**src/design/rx_link_pkg.sv**
```systemverilog
/*
 * Receive link shared definitions
 * Link control codes, frame layout constants, widths, types and the
 * parser state encoding used across the receive path
 */
package rx_link_pkg;

    ////////////////////////////////
    // Widths with a meaning
    ////////////////////////////////
    typedef logic [15:0] sym_t;
    // K-flagged symbol as {rkmsb, rklsb, data}
    typedef logic [17:0] ksym_t;
    typedef logic [63:0] dword_t;
    typedef logic [31:0] addr_t;
    typedef logic [15:0] dlen_t;
    typedef logic [23:0] line_t;

    // Link codes
    localparam ksym_t SYNC_WORD      = 18'h1_C5BC;  // K28.5 on low byte only
    localparam ksym_t START_WORD     = 18'h3_5CFB;  // K28.2, K27.7
    localparam sym_t  HEAD_HI        = 16'hEB90;
    localparam sym_t  HEAD_LO        = 16'hE116;
    localparam ksym_t LINK_LOSS_WORD = 18'h3_FFFF;

    localparam int LOSS_HOLDOFF     = 256;
    localparam int HOLD_W           = $clog2(LOSS_HOLDOFF + 1);
    localparam int BUF_DEPTH        = 16;
    localparam int BUF_PTR_W        = $clog2(BUF_DEPTH);
    localparam int HALVES_PER_DWORD = 4;

    ////////////////////////////////
    // Structures
    ////////////////////////////////
    typedef struct packed {
        logic       file_end;
        logic [1:0] channel;
        logic [3:0] data_type;
        line_t      line_num;
        dlen_t      length;
        logic       checksum_error;
    } frame_info_t;

    typedef struct packed {
        addr_t addr;
        dlen_t bytes;
    } wr_cmd_t;

    // Frame parser states, one symbol consumed per state
    typedef enum logic [3:0] {
        ST_IDLE, ST_SYNC, ST_HEAD, ST_TYPE, ST_LINE,
        ST_LENGTH, ST_DATA, ST_CHECK, ST_END1, ST_END2
    } rx_state_e;

endpackage
```
**src/design/rx_link_top.sv**
```systemverilog
/*
 * Serial link receive top
 * Connects frame parser, word packer, loss monitor and DMA control
 */
`timescale 1ns/1ps

module rx_link_top
    import rx_link_pkg::*;
(
    input  logic        clk,
    input  logic        i_reset,
    input  logic        i_rkmsb,
    input  logic        i_rklsb,
    input  sym_t        i_rxd,
    input  logic        i_wr_cmd_ack,
    input  logic        i_rx_start,
    input  addr_t       i_rx_base_addr,
    input  line_t       i_frames_per_intr,
    input  logic        i_wr_finish,
    input  logic        i_dma_wr_ready,
    input  logic        i_link_loss_ena,
    input  logic        i_sync_loss_ena,
    output logic        o_wr_cmd_req,
    output wr_cmd_t     o_wr_cmd,
    output logic        o_dma_wr_valid,
    output dword_t      o_dma_wr_data,
    output logic        o_frame_done,
    output frame_info_t o_frame_info,
    output logic        o_rx_interrupt,
    output logic        o_link_loss,
    output logic        o_sync_loss,
    output logic        o_loss_interrupt
);

    logic  data_strobe;
    sym_t  data_sym;
    logic  frame_last;
    logic  length_strobe;
    dlen_t length;
    logic  frame_end;
    logic  in_payload;

    rx_frame_parser parser_i (
        .clk(clk), .i_reset(i_reset),
        .i_rkmsb(i_rkmsb), .i_rklsb(i_rklsb), .i_rxd(i_rxd),
        .o_data_strobe(data_strobe), .o_data_sym(data_sym),
        .o_frame_last(frame_last),
        .o_length_strobe(length_strobe), .o_length(length),
        .o_frame_end(frame_end),
        .o_frame_done(o_frame_done), .o_frame_info(o_frame_info),
        .o_in_payload(in_payload)
    );

    rx_word_packer packer_i (
        .clk(clk), .i_reset(i_reset),
        .i_data_strobe(data_strobe), .i_data_sym(data_sym),
        .i_frame_last(frame_last), .i_dma_wr_ready(i_dma_wr_ready),
        .o_dma_wr_valid(o_dma_wr_valid), .o_dma_wr_data(o_dma_wr_data)
    );

    rx_loss_monitor loss_i (
        .clk(clk), .i_reset(i_reset),
        .i_rkmsb(i_rkmsb), .i_rklsb(i_rklsb), .i_rxd(i_rxd),
        .i_in_payload(in_payload),
        .i_link_loss_ena(i_link_loss_ena), .i_sync_loss_ena(i_sync_loss_ena),
        .o_link_loss(o_link_loss), .o_sync_loss(o_sync_loss),
        .o_loss_interrupt(o_loss_interrupt)
    );

    rx_dma_ctrl dma_i (
        .clk(clk), .i_reset(i_reset),
        .i_length_strobe(length_strobe), .i_length(length),
        .i_frame_end(frame_end), .i_wr_cmd_ack(i_wr_cmd_ack),
        .i_rx_start(i_rx_start), .i_rx_base_addr(i_rx_base_addr),
        .i_frames_per_intr(i_frames_per_intr), .i_wr_finish(i_wr_finish),
        .o_wr_cmd_req(o_wr_cmd_req), .o_wr_cmd(o_wr_cmd),
        .o_rx_interrupt(o_rx_interrupt)
    );

endmodule

```
**src/design/rx_dma_ctrl.sv**
```systemverilog
/*
 * DMA write control
 * Issues one write command per frame, steps the DDR address and
 * raises the frame-count interrupt on DMA completion
 */
`timescale 1ns/1ps

module rx_dma_ctrl
    import rx_link_pkg::*;
(
    input  logic    clk,
    input  logic    i_reset,
    input  logic    i_length_strobe,
    input  dlen_t   i_length,
    input  logic    i_frame_end,
    input  logic    i_wr_cmd_ack,
    input  logic    i_rx_start,
    input  addr_t   i_rx_base_addr,
    input  line_t   i_frames_per_intr,
    input  logic    i_wr_finish,
    output logic    o_wr_cmd_req,
    output wr_cmd_t o_wr_cmd,
    output logic    o_rx_interrupt
);

    // DDR writes go in whole 8-byte words
    function automatic dlen_t round_up8(input dlen_t len);
        round_up8 = {len[15:3] + 13'(|len[2:0]), 3'b000};
    endfunction

    logic    req_q;
    addr_t   addr_q;
    line_t   frame_cnt_q;
    wr_cmd_t cmd_now;
    wr_cmd_t cmd_q;

    assign cmd_now      = '{addr: addr_q, bytes: round_up8(i_length)};
    assign o_wr_cmd_req = i_length_strobe | req_q;
    assign o_wr_cmd     = i_length_strobe ? cmd_now : cmd_q;
    assign o_rx_interrupt = i_wr_finish && (frame_cnt_q != '0) &&
                            (frame_cnt_q >= i_frames_per_intr);

    always_ff @(posedge clk) begin
        if (i_length_strobe) cmd_q <= cmd_now;
    end

    always_ff @(posedge clk) begin
        if (i_reset) begin
            req_q       <= 1'b0;
            addr_q      <= '0;
            frame_cnt_q <= '0;
        end else begin
            req_q <= (req_q | i_length_strobe) & ~i_wr_cmd_ack;

            if (i_rx_start) begin
                addr_q <= i_rx_base_addr;
            end else if (i_frame_end) begin
                addr_q <= addr_q + addr_t'(cmd_q.bytes);
            end

            // Count restarts at the interrupt, keeping a coincident frame end
            if (o_rx_interrupt) begin
                frame_cnt_q <= i_frame_end ? line_t'(1) : '0;
            end else if (i_frame_end) begin
                frame_cnt_q <= frame_cnt_q + line_t'(1);
            end
        end
    end

endmodule

```
**src/design/rx_loss_monitor.sv**
```systemverilog
/*
 * Link and sync loss monitor
 * Reports link-loss symbols and stray K codes inside a frame, each
 * followed by a hold-off window that mutes repeat reports
 */
`timescale 1ns/1ps

module rx_loss_monitor
    import rx_link_pkg::*;
(
    input  logic clk,
    input  logic i_reset,
    input  logic i_rkmsb,
    input  logic i_rklsb,
    input  sym_t i_rxd,
    input  logic i_in_payload,
    input  logic i_link_loss_ena,
    input  logic i_sync_loss_ena,
    output logic o_link_loss,
    output logic o_sync_loss,
    output logic o_loss_interrupt
);

    // Detector 0 watches the link, detector 1 the frame sync
    logic [1:0] hit;
    logic [1:0] ena;
    wire  [1:0] pulse;

    assign hit[0] = ({i_rkmsb, i_rklsb, i_rxd} == LINK_LOSS_WORD);
    assign hit[1] = (i_rkmsb | i_rklsb) & i_in_payload;
    assign ena    = {i_sync_loss_ena, i_link_loss_ena};

    for (genvar g = 0; g < 2; g++) begin : g_det
        logic              pulse_q;
        logic              hold_q;
        logic [HOLD_W-1:0] timer_q;

        always_ff @(posedge clk) begin
            // A dropped enable also ends any hold-off in progress
            if (i_reset || !ena[g]) begin
                pulse_q <= 1'b0;
                hold_q  <= 1'b0;
                timer_q <= '0;
            end else begin
                pulse_q <= hit[g] & ~hold_q;
                if (hit[g] && !hold_q) begin
                    hold_q  <= 1'b1;
                    timer_q <= '0;
                end else if (hold_q) begin
                    if (timer_q == HOLD_W'(LOSS_HOLDOFF - 1)) hold_q <= 1'b0;
                    timer_q <= timer_q + 1'b1;
                end
            end
        end

        assign pulse[g] = pulse_q;
    end

    assign o_link_loss      = pulse[0];
    assign o_sync_loss      = pulse[1];
    assign o_loss_interrupt = |pulse;

endmodule

```
**src/design/rx_word_packer.sv**
```systemverilog
/*
 * Payload word packer
 * Collects halfwords into 64-bit words, pads each frame with zeros to
 * a word boundary and queues the words for the DMA write port
 */
`timescale 1ns/1ps

module rx_word_packer
    import rx_link_pkg::*;
(
    input  logic   clk,
    input  logic   i_reset,
    input  logic   i_data_strobe,
    input  sym_t   i_data_sym,
    input  logic   i_frame_last,
    input  logic   i_dma_wr_ready,
    output logic   o_dma_wr_valid,
    output dword_t o_dma_wr_data
);

    localparam int LANE_W = $clog2(HALVES_PER_DWORD);

    logic [LANE_W-1:0]  lane_q;
    logic               pad_q;
    logic               take;
    logic               lane_last;
    sym_t               cur_half;
    dword_t             asm_q;
    dword_t             word_next;
    logic               wr_req;
    logic               buf_full;
    logic               buf_push;
    logic               buf_pop;
    dword_t             mem [BUF_DEPTH];
    logic [BUF_PTR_W-1:0] wr_ptr_q;
    logic [BUF_PTR_W-1:0] rd_ptr_q;
    logic [BUF_PTR_W:0]   count_q;

    ////////////////////////////////
    // Lane assembly
    ////////////////////////////////
    assign take      = i_data_strobe | pad_q;
    assign cur_half  = pad_q ? sym_t'(0) : i_data_sym;
    assign lane_last = (lane_q == LANE_W'(HALVES_PER_DWORD - 1));

    always_comb begin
        word_next = asm_q;
        word_next[lane_q * $bits(sym_t) +: $bits(sym_t)] = cur_half;
    end

    always_ff @(posedge clk) begin
        if (take) begin
            asm_q <= word_next;
        end
    end

    always_ff @(posedge clk) begin
        if (i_reset) begin
            lane_q <= '0;
            pad_q  <= 1'b0;
        end else begin
            if (take) begin
                lane_q <= lane_q + 1'b1;
            end
            // Short final word, keep padding until the top lane
            if (i_data_strobe && i_frame_last && !lane_last) begin
                pad_q <= 1'b1;
            end else if (pad_q && lane_last) begin
                pad_q <= 1'b0;
            end
        end
    end

    ////////////////////////////////
    // Word buffer
    ////////////////////////////////
    assign wr_req   = take & lane_last;
    assign buf_full = (count_q == (BUF_PTR_W + 1)'(BUF_DEPTH));
    assign buf_push = wr_req & ~buf_full;
    assign buf_pop  = (count_q != '0) & i_dma_wr_ready;

    always_ff @(posedge clk) begin
        if (buf_push) begin
            mem[wr_ptr_q] <= word_next;
        end
    end

    always_ff @(posedge clk) begin
        if (i_reset) begin
            wr_ptr_q <= '0;
            rd_ptr_q <= '0;
            count_q  <= '0;
        end else begin
            if (buf_push) wr_ptr_q <= wr_ptr_q + 1'b1;
            if (buf_pop) rd_ptr_q <= rd_ptr_q + 1'b1;
            case ({buf_push, buf_pop})
                2'b10:   count_q <= count_q + 1'b1;
                2'b01:   count_q <= count_q - 1'b1;
                default: ;
            endcase
        end
    end

    assign o_dma_wr_valid = buf_pop;
    assign o_dma_wr_data  = mem[rd_ptr_q];

endmodule

```
**src/design/rx_frame_parser.sv**
```systemverilog
/*
 * Receive frame parser
 * Hunts sync, start code and two-word head, captures the header fields,
 * streams payload halfwords out and checks the running checksum
 */
`timescale 1ns/1ps

module rx_frame_parser
    import rx_link_pkg::*;
(
    input  logic        clk,
    input  logic        i_reset,
    input  logic        i_rkmsb,
    input  logic        i_rklsb,
    input  sym_t        i_rxd,
    output logic        o_data_strobe,
    output sym_t        o_data_sym,
    output logic        o_frame_last,
    output logic        o_length_strobe,
    output dlen_t       o_length,
    output logic        o_frame_end,
    output logic        o_frame_done,
    output frame_info_t o_frame_info,
    output logic        o_in_payload
);

    rx_state_e   state_q;
    rx_state_e   state_d;
    ksym_t       ksym;
    sym_t        prev_sym;
    sym_t        sum_q;
    dlen_t       data_cnt;
    dlen_t       last_idx;
    frame_info_t info_q;

    assign ksym     = {i_rkmsb, i_rklsb, i_rxd};
    // Index of the final payload symbol, length is in bytes
    assign last_idx = dlen_t'(info_q.length[15:1]) - dlen_t'(1);

    ////////////////////////////////
    // Next state
    ////////////////////////////////
    always_comb begin
        state_d = state_q;
        case (state_q)
            ST_IDLE:   if (ksym == SYNC_WORD) state_d = ST_SYNC;
            ST_SYNC:   if (ksym == START_WORD) state_d = ST_HEAD;
            ST_HEAD: begin
                // Both head words, the older one from the delay register
                if (prev_sym == HEAD_HI && i_rxd == HEAD_LO) begin
                    state_d = ST_TYPE;
                end
            end
            ST_TYPE:   state_d = ST_LINE;
            ST_LINE:   state_d = ST_LENGTH;
            ST_LENGTH: state_d = ST_DATA;
            ST_DATA:   if (data_cnt == last_idx) state_d = ST_CHECK;
            ST_CHECK:  state_d = ST_END1;
            ST_END1:   state_d = ST_END2;
            ST_END2:   state_d = ST_IDLE;
            default:   state_d = ST_IDLE;
        endcase
    end

    always_ff @(posedge clk) begin
        if (i_reset) begin
            state_q         <= ST_IDLE;
            info_q          <= '0;
            data_cnt        <= '0;
            o_data_strobe   <= 1'b0;
            o_frame_last    <= 1'b0;
            o_length_strobe <= 1'b0;
            o_frame_done    <= 1'b0;
        end else begin
            state_q         <= state_d;
            o_data_strobe   <= (state_q == ST_DATA);
            o_frame_last    <= (state_q == ST_DATA) && (data_cnt == last_idx);
            o_length_strobe <= (state_q == ST_LENGTH);
            o_frame_done    <= (state_q == ST_CHECK);

            case (state_q)
                ST_TYPE: begin
                    info_q.file_end        <= i_rxd[15];
                    info_q.channel         <= i_rxd[14:13];
                    info_q.data_type       <= i_rxd[11:8];
                    info_q.line_num[23:16] <= i_rxd[7:0];
                end
                ST_LINE:   info_q.line_num[15:0] <= i_rxd;
                ST_LENGTH: begin
                    info_q.length <= i_rxd;
                    data_cnt      <= '0;
                end
                ST_DATA:   data_cnt <= data_cnt + dlen_t'(1);
                ST_CHECK:  info_q.checksum_error <= (sum_q != i_rxd);
                default:   ;
            endcase
        end
    end

    // Symbol delay, payload register and checksum accumulator
    always_ff @(posedge clk) begin
        prev_sym   <= i_rxd;
        o_data_sym <= i_rxd;
        if (state_q == ST_TYPE) begin
            sum_q <= i_rxd;
        end else if (state_q inside {ST_LINE, ST_LENGTH, ST_DATA}) begin
            sum_q <= sum_q + i_rxd;
        end
    end

    assign o_length     = info_q.length;
    assign o_frame_end  = (state_q == ST_END1);
    assign o_frame_info = info_q;
    assign o_in_payload = state_q inside {ST_TYPE, ST_LINE, ST_LENGTH, ST_DATA, ST_CHECK};

endmodule

```
**config.mk**
```make
export PLATFORM = sky130hd
export DESIGN_NAME = rx_link_top
export DESIGN_NICKNAME = d
export VERILOG_FILES = /design/src/design/rx_link_pkg.sv /design/src/design/rx_link_top.sv /design/src/design/rx_dma_ctrl.sv /design/src/design/rx_loss_monitor.sv /design/src/design/rx_word_packer.sv /design/src/design/rx_frame_parser.sv
export SDC_FILE = /design/constraint.sdc
export NUM_CORES = 1
export LEC_CHECK = 0
export BUFFER_PORTS_ARGS = -buffer_cell sky130_fd_sc_hd__buf_2
export CORE_ASPECT_RATIO = 2
export CORE_UTILIZATION = 55
export DETAILED_ROUTE_END_ITERATION = 8
export MAX_ROUTING_LAYER = met4
export PLACE_DENSITY = 0.75
export SYNTH_ARGS = -nofsm -noshare
export SYNTH_HDL_FRONTEND = slang
export SYNTH_SLANG_ARGS = --single-unit
```
**constraint.sdc**
```tcl
create_clock -name clk -period 6.8 [get_ports clk]
set_input_delay 0.34 -clock clk [delete_from_list [all_inputs] [get_ports clk]]
set_output_delay 0.34 -clock clk [all_outputs]
set_load 0.05 [all_outputs]
```
Yosys cells after proc, flatten, opt, wreduce, memory -nomap -nowiden
Memory sizes are Yosys's and may differ from the RTL's. A register that Yosys moved wholly into a read port is not among the register bits.
Index checks and enable logic that the tools add are counted.
{"block": "classes", "bitwise": 14, "n_addsub": 14, "muxes": 29, "order_cmp": 1, "n_reduce_logical": 32, "eq_ne": 25, "shifts": 2}
{"cell": "bitwise mux 64 bit", "count": 1}
{"cell": "two-way mux 32 bit", "count": 2}
{"cell": "variable shift 16 x 34 -> 64 bit (first input constant)", "count": 1}
{"cell": "variable part select 16 x 34 -> 64 bit", "count": 1}
{"cell": "two-way mux 16 bit", "count": 3}
{"cell": "two-way mux 24 bit", "count": 2}
{"cell": "two-way mux 48 bit", "count": 1}
{"cell": "== test 18 bit (second input constant)", "count": 2}
{"cell": "case mux 4 bit (9 select lines)", "count": 1}
{"cell": "negator 6 -> 34 bit", "count": 1}
{"cell": "adder 32 x 16 -> 32 bit", "count": 1}
{"cell": "== test 16 bit (second input constant)", "count": 2}
{"cell": "case mux 16 bit (2 select lines)", "count": 1}
{"cell": "adder 24 x 1 -> 24 bit (second input constant)", "count": 1}
{"cell": ">= comparator 24 bit", "count": 1}
{"cell": "two-way mux 4 bit", "count": 6}
{"cell": "nonzero test 24 bit", "count": 1}
{"cell": "adder 9 x 1 -> 9 bit (second input constant)", "count": 2}
{"cell": "== test 18 x 17 -> 1 bit (second input constant)", "count": 1}
{"cell": "== test 9 x 8 -> 1 bit (second input constant)", "count": 2}
{"cell": "adder 16 x 1 -> 16 bit (second input constant)", "count": 1}
{"cell": "adder 16 bit", "count": 1}
{"cell": "== test 16 bit", "count": 1}
{"cell": "== test 4 x 3 -> 1 bit (second input constant)", "count": 4}
{"cell": "other kinds (29)", "count": 77}
{"block": "word_totals", "input_bits": 82, "regBits": 311, "mem_bits_rw": 1024, "elab_cells": 150, "memories": 1}
{"memory": "packer_i.mem", "depth": 16, "width": 64, "read_ports": 1, "rd_ports_with_merged_regs": 1, "wr": 1, "line_no": "rx_word_packer.sv:34", "rtl": "dword_t mem [BUF_DEPTH];"}

Logic depth before layout (Yosys ltp)
{"block": "depth", "ltp_word": 5, "ltp_mapped": 14, "depth_no_buf": 13}

By module
From an unflattened synthesis, not the netlist that was laid out.
{"block": "hier_totals", "hier_cells": 3169, "hier_area_um2": 54382.2}
{"mod": "rx_word_packer", "area_each_um2": 42270.5, "instances": 1, "seq_area_each_um2": 33071.7, "cells_each": 1778}
{"mod": "rx_dma_ctrl", "area_each_um2": 5859.4, "instances": 1, "seq_area_each_um2": 2102.0, "cells_each": 666}
{"mod": "rx_frame_parser", "area_each_um2": 5241.3, "instances": 1, "seq_area_each_um2": 2242.2, "cells_each": 616}
{"mod": "rx_loss_monitor", "area_each_um2": 1011.0, "instances": 1, "seq_area_each_um2": 440.4, "cells_each": 109}

Worst setup path after synthesis
OpenSTA, ideal clock, no wires.
{"block": "synth_path", "path_kind": "flip-flop to flip-flop", "start": "reg packer_i.pad_q", "end": "mem packer_i.mem[3][0] in the netlist's numbering (enable)", "setup_time_ns": 0.565, "t_arrival_ns": 6.821, "stages_incl_launch_ff": 7, "t_required_ns": 6.235, "setup_slack_ns": -0.586, "period_less_slack_ns": 7.386, "cell_sequence": "dfxtp_1 > nor2_1 > inv_1 > o211a_1 > clkbuf_1 > nand2_1 > nor3_1"}
{"block": "synth_between", "elab_chain_len": 5}
{"item": "start: declaration", "line_no": "rx_word_packer.sv:24", "rtl": "logic pad_q;"}
{"item": "start signal: assignment", "line_no": "rx_word_packer.sv:60", "rtl": "pad_q <= 1'b0;"}
{"item": "start signal: assignment", "line_no": "rx_word_packer.sv:67", "rtl": "pad_q <= 1'b1;"}
{"item": "start signal: assignment", "line_no": "rx_word_packer.sv:69", "rtl": "pad_q <= 1'b0;"}
{"item": "bitwise OR 1 bit", "line_no": "rx_word_packer.sv:42", "rtl": "assign take = i_data_strobe | pad_q;"}
{"item": "via packer_i.take", "line_no": "rx_word_packer.sv:25", "rtl": "logic take;"}
{"item": "bitwise AND 1 bit", "line_no": "rx_word_packer.sv:77", "rtl": "assign wr_req = take & lane_last;"}
{"item": "bitwise AND 1 bit", "line_no": "rx_word_packer.sv:79", "rtl": "assign buf_push = wr_req & ~buf_full;"}
{"item": "two-way mux 1 bit", "line_no": "rx_word_packer.sv:83", "rtl": "if (buf_push) begin"}
{"item": "two-way mux 1 bit (not written as such)", "line_no": "rx_word_packer.sv:84", "rtl": "mem[wr_ptr_q] <= word_next;"}
{"item": "end: declaration", "line_no": "rx_word_packer.sv:34"}
The timed path passes the listed nets, and every way through them passes these cells.

==> qor.csv <==
metric,value,unit
fmax,240,MHz
finalSetupTns,0,ns
routed_via_density,6.20,
ioPinCount,249,
std_cell_rows,162,
p_per_area,258,nW/µm²
min_path_type,input port to flip-flop,
p_leak,20.4,nW
grtUsageTotal,27.4,%
place_area,57100,µm²
rsz0062_at_grt,no,
timing.rr.start,dma_i.cmd_q[0],
cp.required,6.46,ns
crit_path_max_fanout,76,
htree_levels,3,
gp_congestion,0.922,
die_x,223,µm
relSlewSlack,16.0,%
syn_nets,3364,
dieArea,99400,µm²
crit_type,flip-flop to primary output,
dp_hpwl,75600,µm
maxSlewViolCount,0,
setup_violations,0,
synthToLayoutAreaGrowth,13.3,%
crit_path_end,o_dma_wr_data[9],
synth_edf_count,1104,
hold_viol_final,0,
switching_share,21.6,%
start_kind,flip-flop,
wirelength,130000,µm
core,97300,µm²
ir_drop,0.254,mV
cts_tree,yes,
cts_made_buffers,107,
rr_worst_depth,11,
design_area,61100,µm²
power_frac_comb,4.2,%
route.vias.total,30261,
port_buffers,248,
cts.sinks,1339,
worstPathCellList,buf_4 -> mux4_2 -> mux4_2 -> buf_2,
initial_core_util,55.4,%
grt_pass1_wl,193000,µm
p_switching,0.00341,W
synth_area_leaders,"edfxtp_1 61%, mux4_2 13%, dfxtp_1 8.7%, ha_1 1.9%, nand2_1 1.7%",
max_cap_violations,0,
cts_root_buf,clkbuf_16,
cp_num_buf_inv,2,
drt_iter0_drc,2582,
clkPwrFrac,39.2,%
wl_per_cell,26.7,µm
cp_slowest_cell,buf_4,
clk_path_buf_depth,3,
layout_min_cycle_time,4.16,ns
finalNetCount,3727,
synthDominantCellAreaShare,61.5,%
ys_async_sr_fraction,0,%
cpMostUsedCell,mux4_2,
die_y,445,µm
dp_slack,3.34,ns
finalWorstSetupSlack,2.64,ns
syn_avg_cell_area,16.9,µm²
drtAntennaViolNets,0,
internal_power,0.0123,W
grt_pass1_vias,31480,
grt_max_degree,132,
antenna_found_initial,2,
post-route-period-util,61.2,%
status,"finished, final reports clean",
synth_top_cell_by_area,edfxtp_1,
gr-total-overflow,0,
clk_latency,0.72,ns
power_frac_seq,56.6,%
clkSlewWorstSetupHoldPaths,0.07,ns
end_kind,primary output,
ys_types,69,
ys_ff_latch,1339,
utilization,62.8,%
r2r-end,dma_i.addr_q[30],
layout-drive-gt1-share,24.9,%
route.detailed.drc,0,
firstDrtPassIters,7,
synth_cells,3199,
syn_area,53900,µm²
skew,0.0357,ns
yosysWarnings,0,
worst-path-stages,4,
arrival,3.82,ns
crit_family,buffers and inverters,
r2r_slack,3.32,ns
synth_flop_cell,edfxtp_1,
yosysSeqAreaShare,70.2,%
post-cts-setup-buffer-count,0,
worst_pin_slew,1.25,ns
slowest_delay,0.96,ns
-- per-layer routing --
| layer | wire length (µm) | vias up | track usage (%) |
|---|---|---|---|
| met3 | 8550 | 297 | 3.95 |
| li1 | - | 13203 | - |
| met4 | 5290 | 0 | 10.9 |
| met1 | 45600 | 15479 | 30.6 |
| met5 | 0 | - | - |
| met2 | 70700 | 1282 | 49.0 |
-- what timing repair did --
| item | in CTS | in global routing |
|---|---|---|
| hold endpoints to repair | 88 | 0 |
| hold buffers | 50 | 0 |
| gates resized for setup | 0 | 0 |
-- power by group through the flow --
| stage | clock (W) | combinational, W | sequential (W) |
|---|---|---|---|
| floorplan | 0 | 0.000448 | 0.00908 |
| global placement | 0 | 0.000622 | 0.00909 |
| detailed placement | 0 | 0.000631 | 0.00910 |
| CTS | 0.00626 | 0.000657 | 0.00892 |
| global route | 0.00654 | 0.000710 | 0.00892 |
| finish | 0.00617 | 0.000663 | 0.00892 |
-- worst min-delay path by stage --
stage | slack, ns | endpoint | start | depth (start not counted)
after floorplan | 0.37 | parser_i.o_data_sym[0] | i_rxd[0] | 0
after global placement | 0.44 | parser_i.o_frame_info[25] | parser_i.o_frame_info[25] | 2
after detailed placement | 0.45 | parser_i.o_frame_info[45] | parser_i.o_frame_info[45] | 2
after CTS | 0.02 | dma_i.addr_q[19] | i_rx_base_addr[19] | 3
after global routing | 0.03 | dma_i.addr_q[19] | i_rx_base_addr[19] | 3
final | 0.08 | dma_i.addr_q[1] | i_reset | 2
-- per-stage QoR --
step                hold WS, ns  std cells  power [W]
floorplan                 0.368       3199    0.00952
global placement          0.440       4633    0.00972
detailed placement        0.448       4633    0.00973
CTS                      0.0225       4875     0.0158
global route             0.0346       4877     0.0162
finish                   0.0756       4877     0.0158
-- Yosys cell counts (16+ instances only) --
cell type / number
mux2_2: 37
o21ai_0: 104
nand3_1: 49
or3_1: 16
mux4_2: 320
a21o_1: 17
nor4_1: 19
nor3_1: 34
a211oi_1: 34
or4_1: 17
xnor2_1: 55
dfxtp_1: 235
a21oi_1: 140
ha_1: 80
edfxtp_1: 1104
clkbuf_1: 114
nand2b_1: 16
buf_1: 34
inv_1: 127
xor2_1: 36
and3_1: 16
nor2_1: 149
nand2_1: 246
nand4_1: 20
-- flip-flops by register name, summed over array words and instances (netlist names), 18 cells and up, named ones only --
name	cells
dma_i.cmd_q	48
dma_i.frame_cnt_q	24
packer_i.mem	1024
dma_i.addr_q	32
parser_i.o_frame_info	32
packer_i.asm_q	64
loss_i.g_det.timer_q	18
-- area by class of cell --
type,instances,area [µm²]
Fill cell,6746,36200
Inverter,128,482
Clock inverter,58,573
Sequential cell,1339,37900
Multi-Input combinational cell,1578,15100
Tap cell,1230,1540
Timing Repair Buffer,408,2620
Antenna cell,2,5.00
Clock buffer,134,2830
-- worst reg2reg max path: stages (launching register included) --
cell,delay (ns)
dfxtp_1,0.31
ha_1,0.23
inv_1,0.08
fa_1,0.18
nor2b_1,0.07
o31a_1,0.28
o32ai_1,0.62
o21ai_1,0.29
o21ai_1,0.71
a211oi_1,0.21
xnor2_1,0.18
a211oi_1,0.24
-- kinds of logic (layout without fill, tap and decap cells) --
kind of cell	after synthesis	count (layout)	share of synthesized area, %
AOI/OAI and AO/OA	398	398	4.45
xor gates and xnor gates	91	91	1.48
other	0	2	0
muxes	364	364	14.3
adders and majority gates	83	83	1.97
DFF	1339	1339	70.2
and+or+nand+nor	642	642	5.63
buffers and inverters	282	728	1.98
-- cell usage in the layout, fill, tap and decap left out, types with 80 or more instances in the layout --
| master | n |
|---|---|
| a21oi_1 | 139 |
| buf_2 | 247 |
| buf_4 | 107 |
| clkbuf_16 | 108 |
| dfxtp_1 | 230 |
| edfxtp_1 | 1104 |
| ha_1 | 80 |
| inv_1 | 128 |
| mux4_2 | 320 |
| nand2_1 | 246 |
| nor2_1 | 136 |
| o21ai_0 | 103 |
No activity file was read; power rests on OpenSTA's default activity.
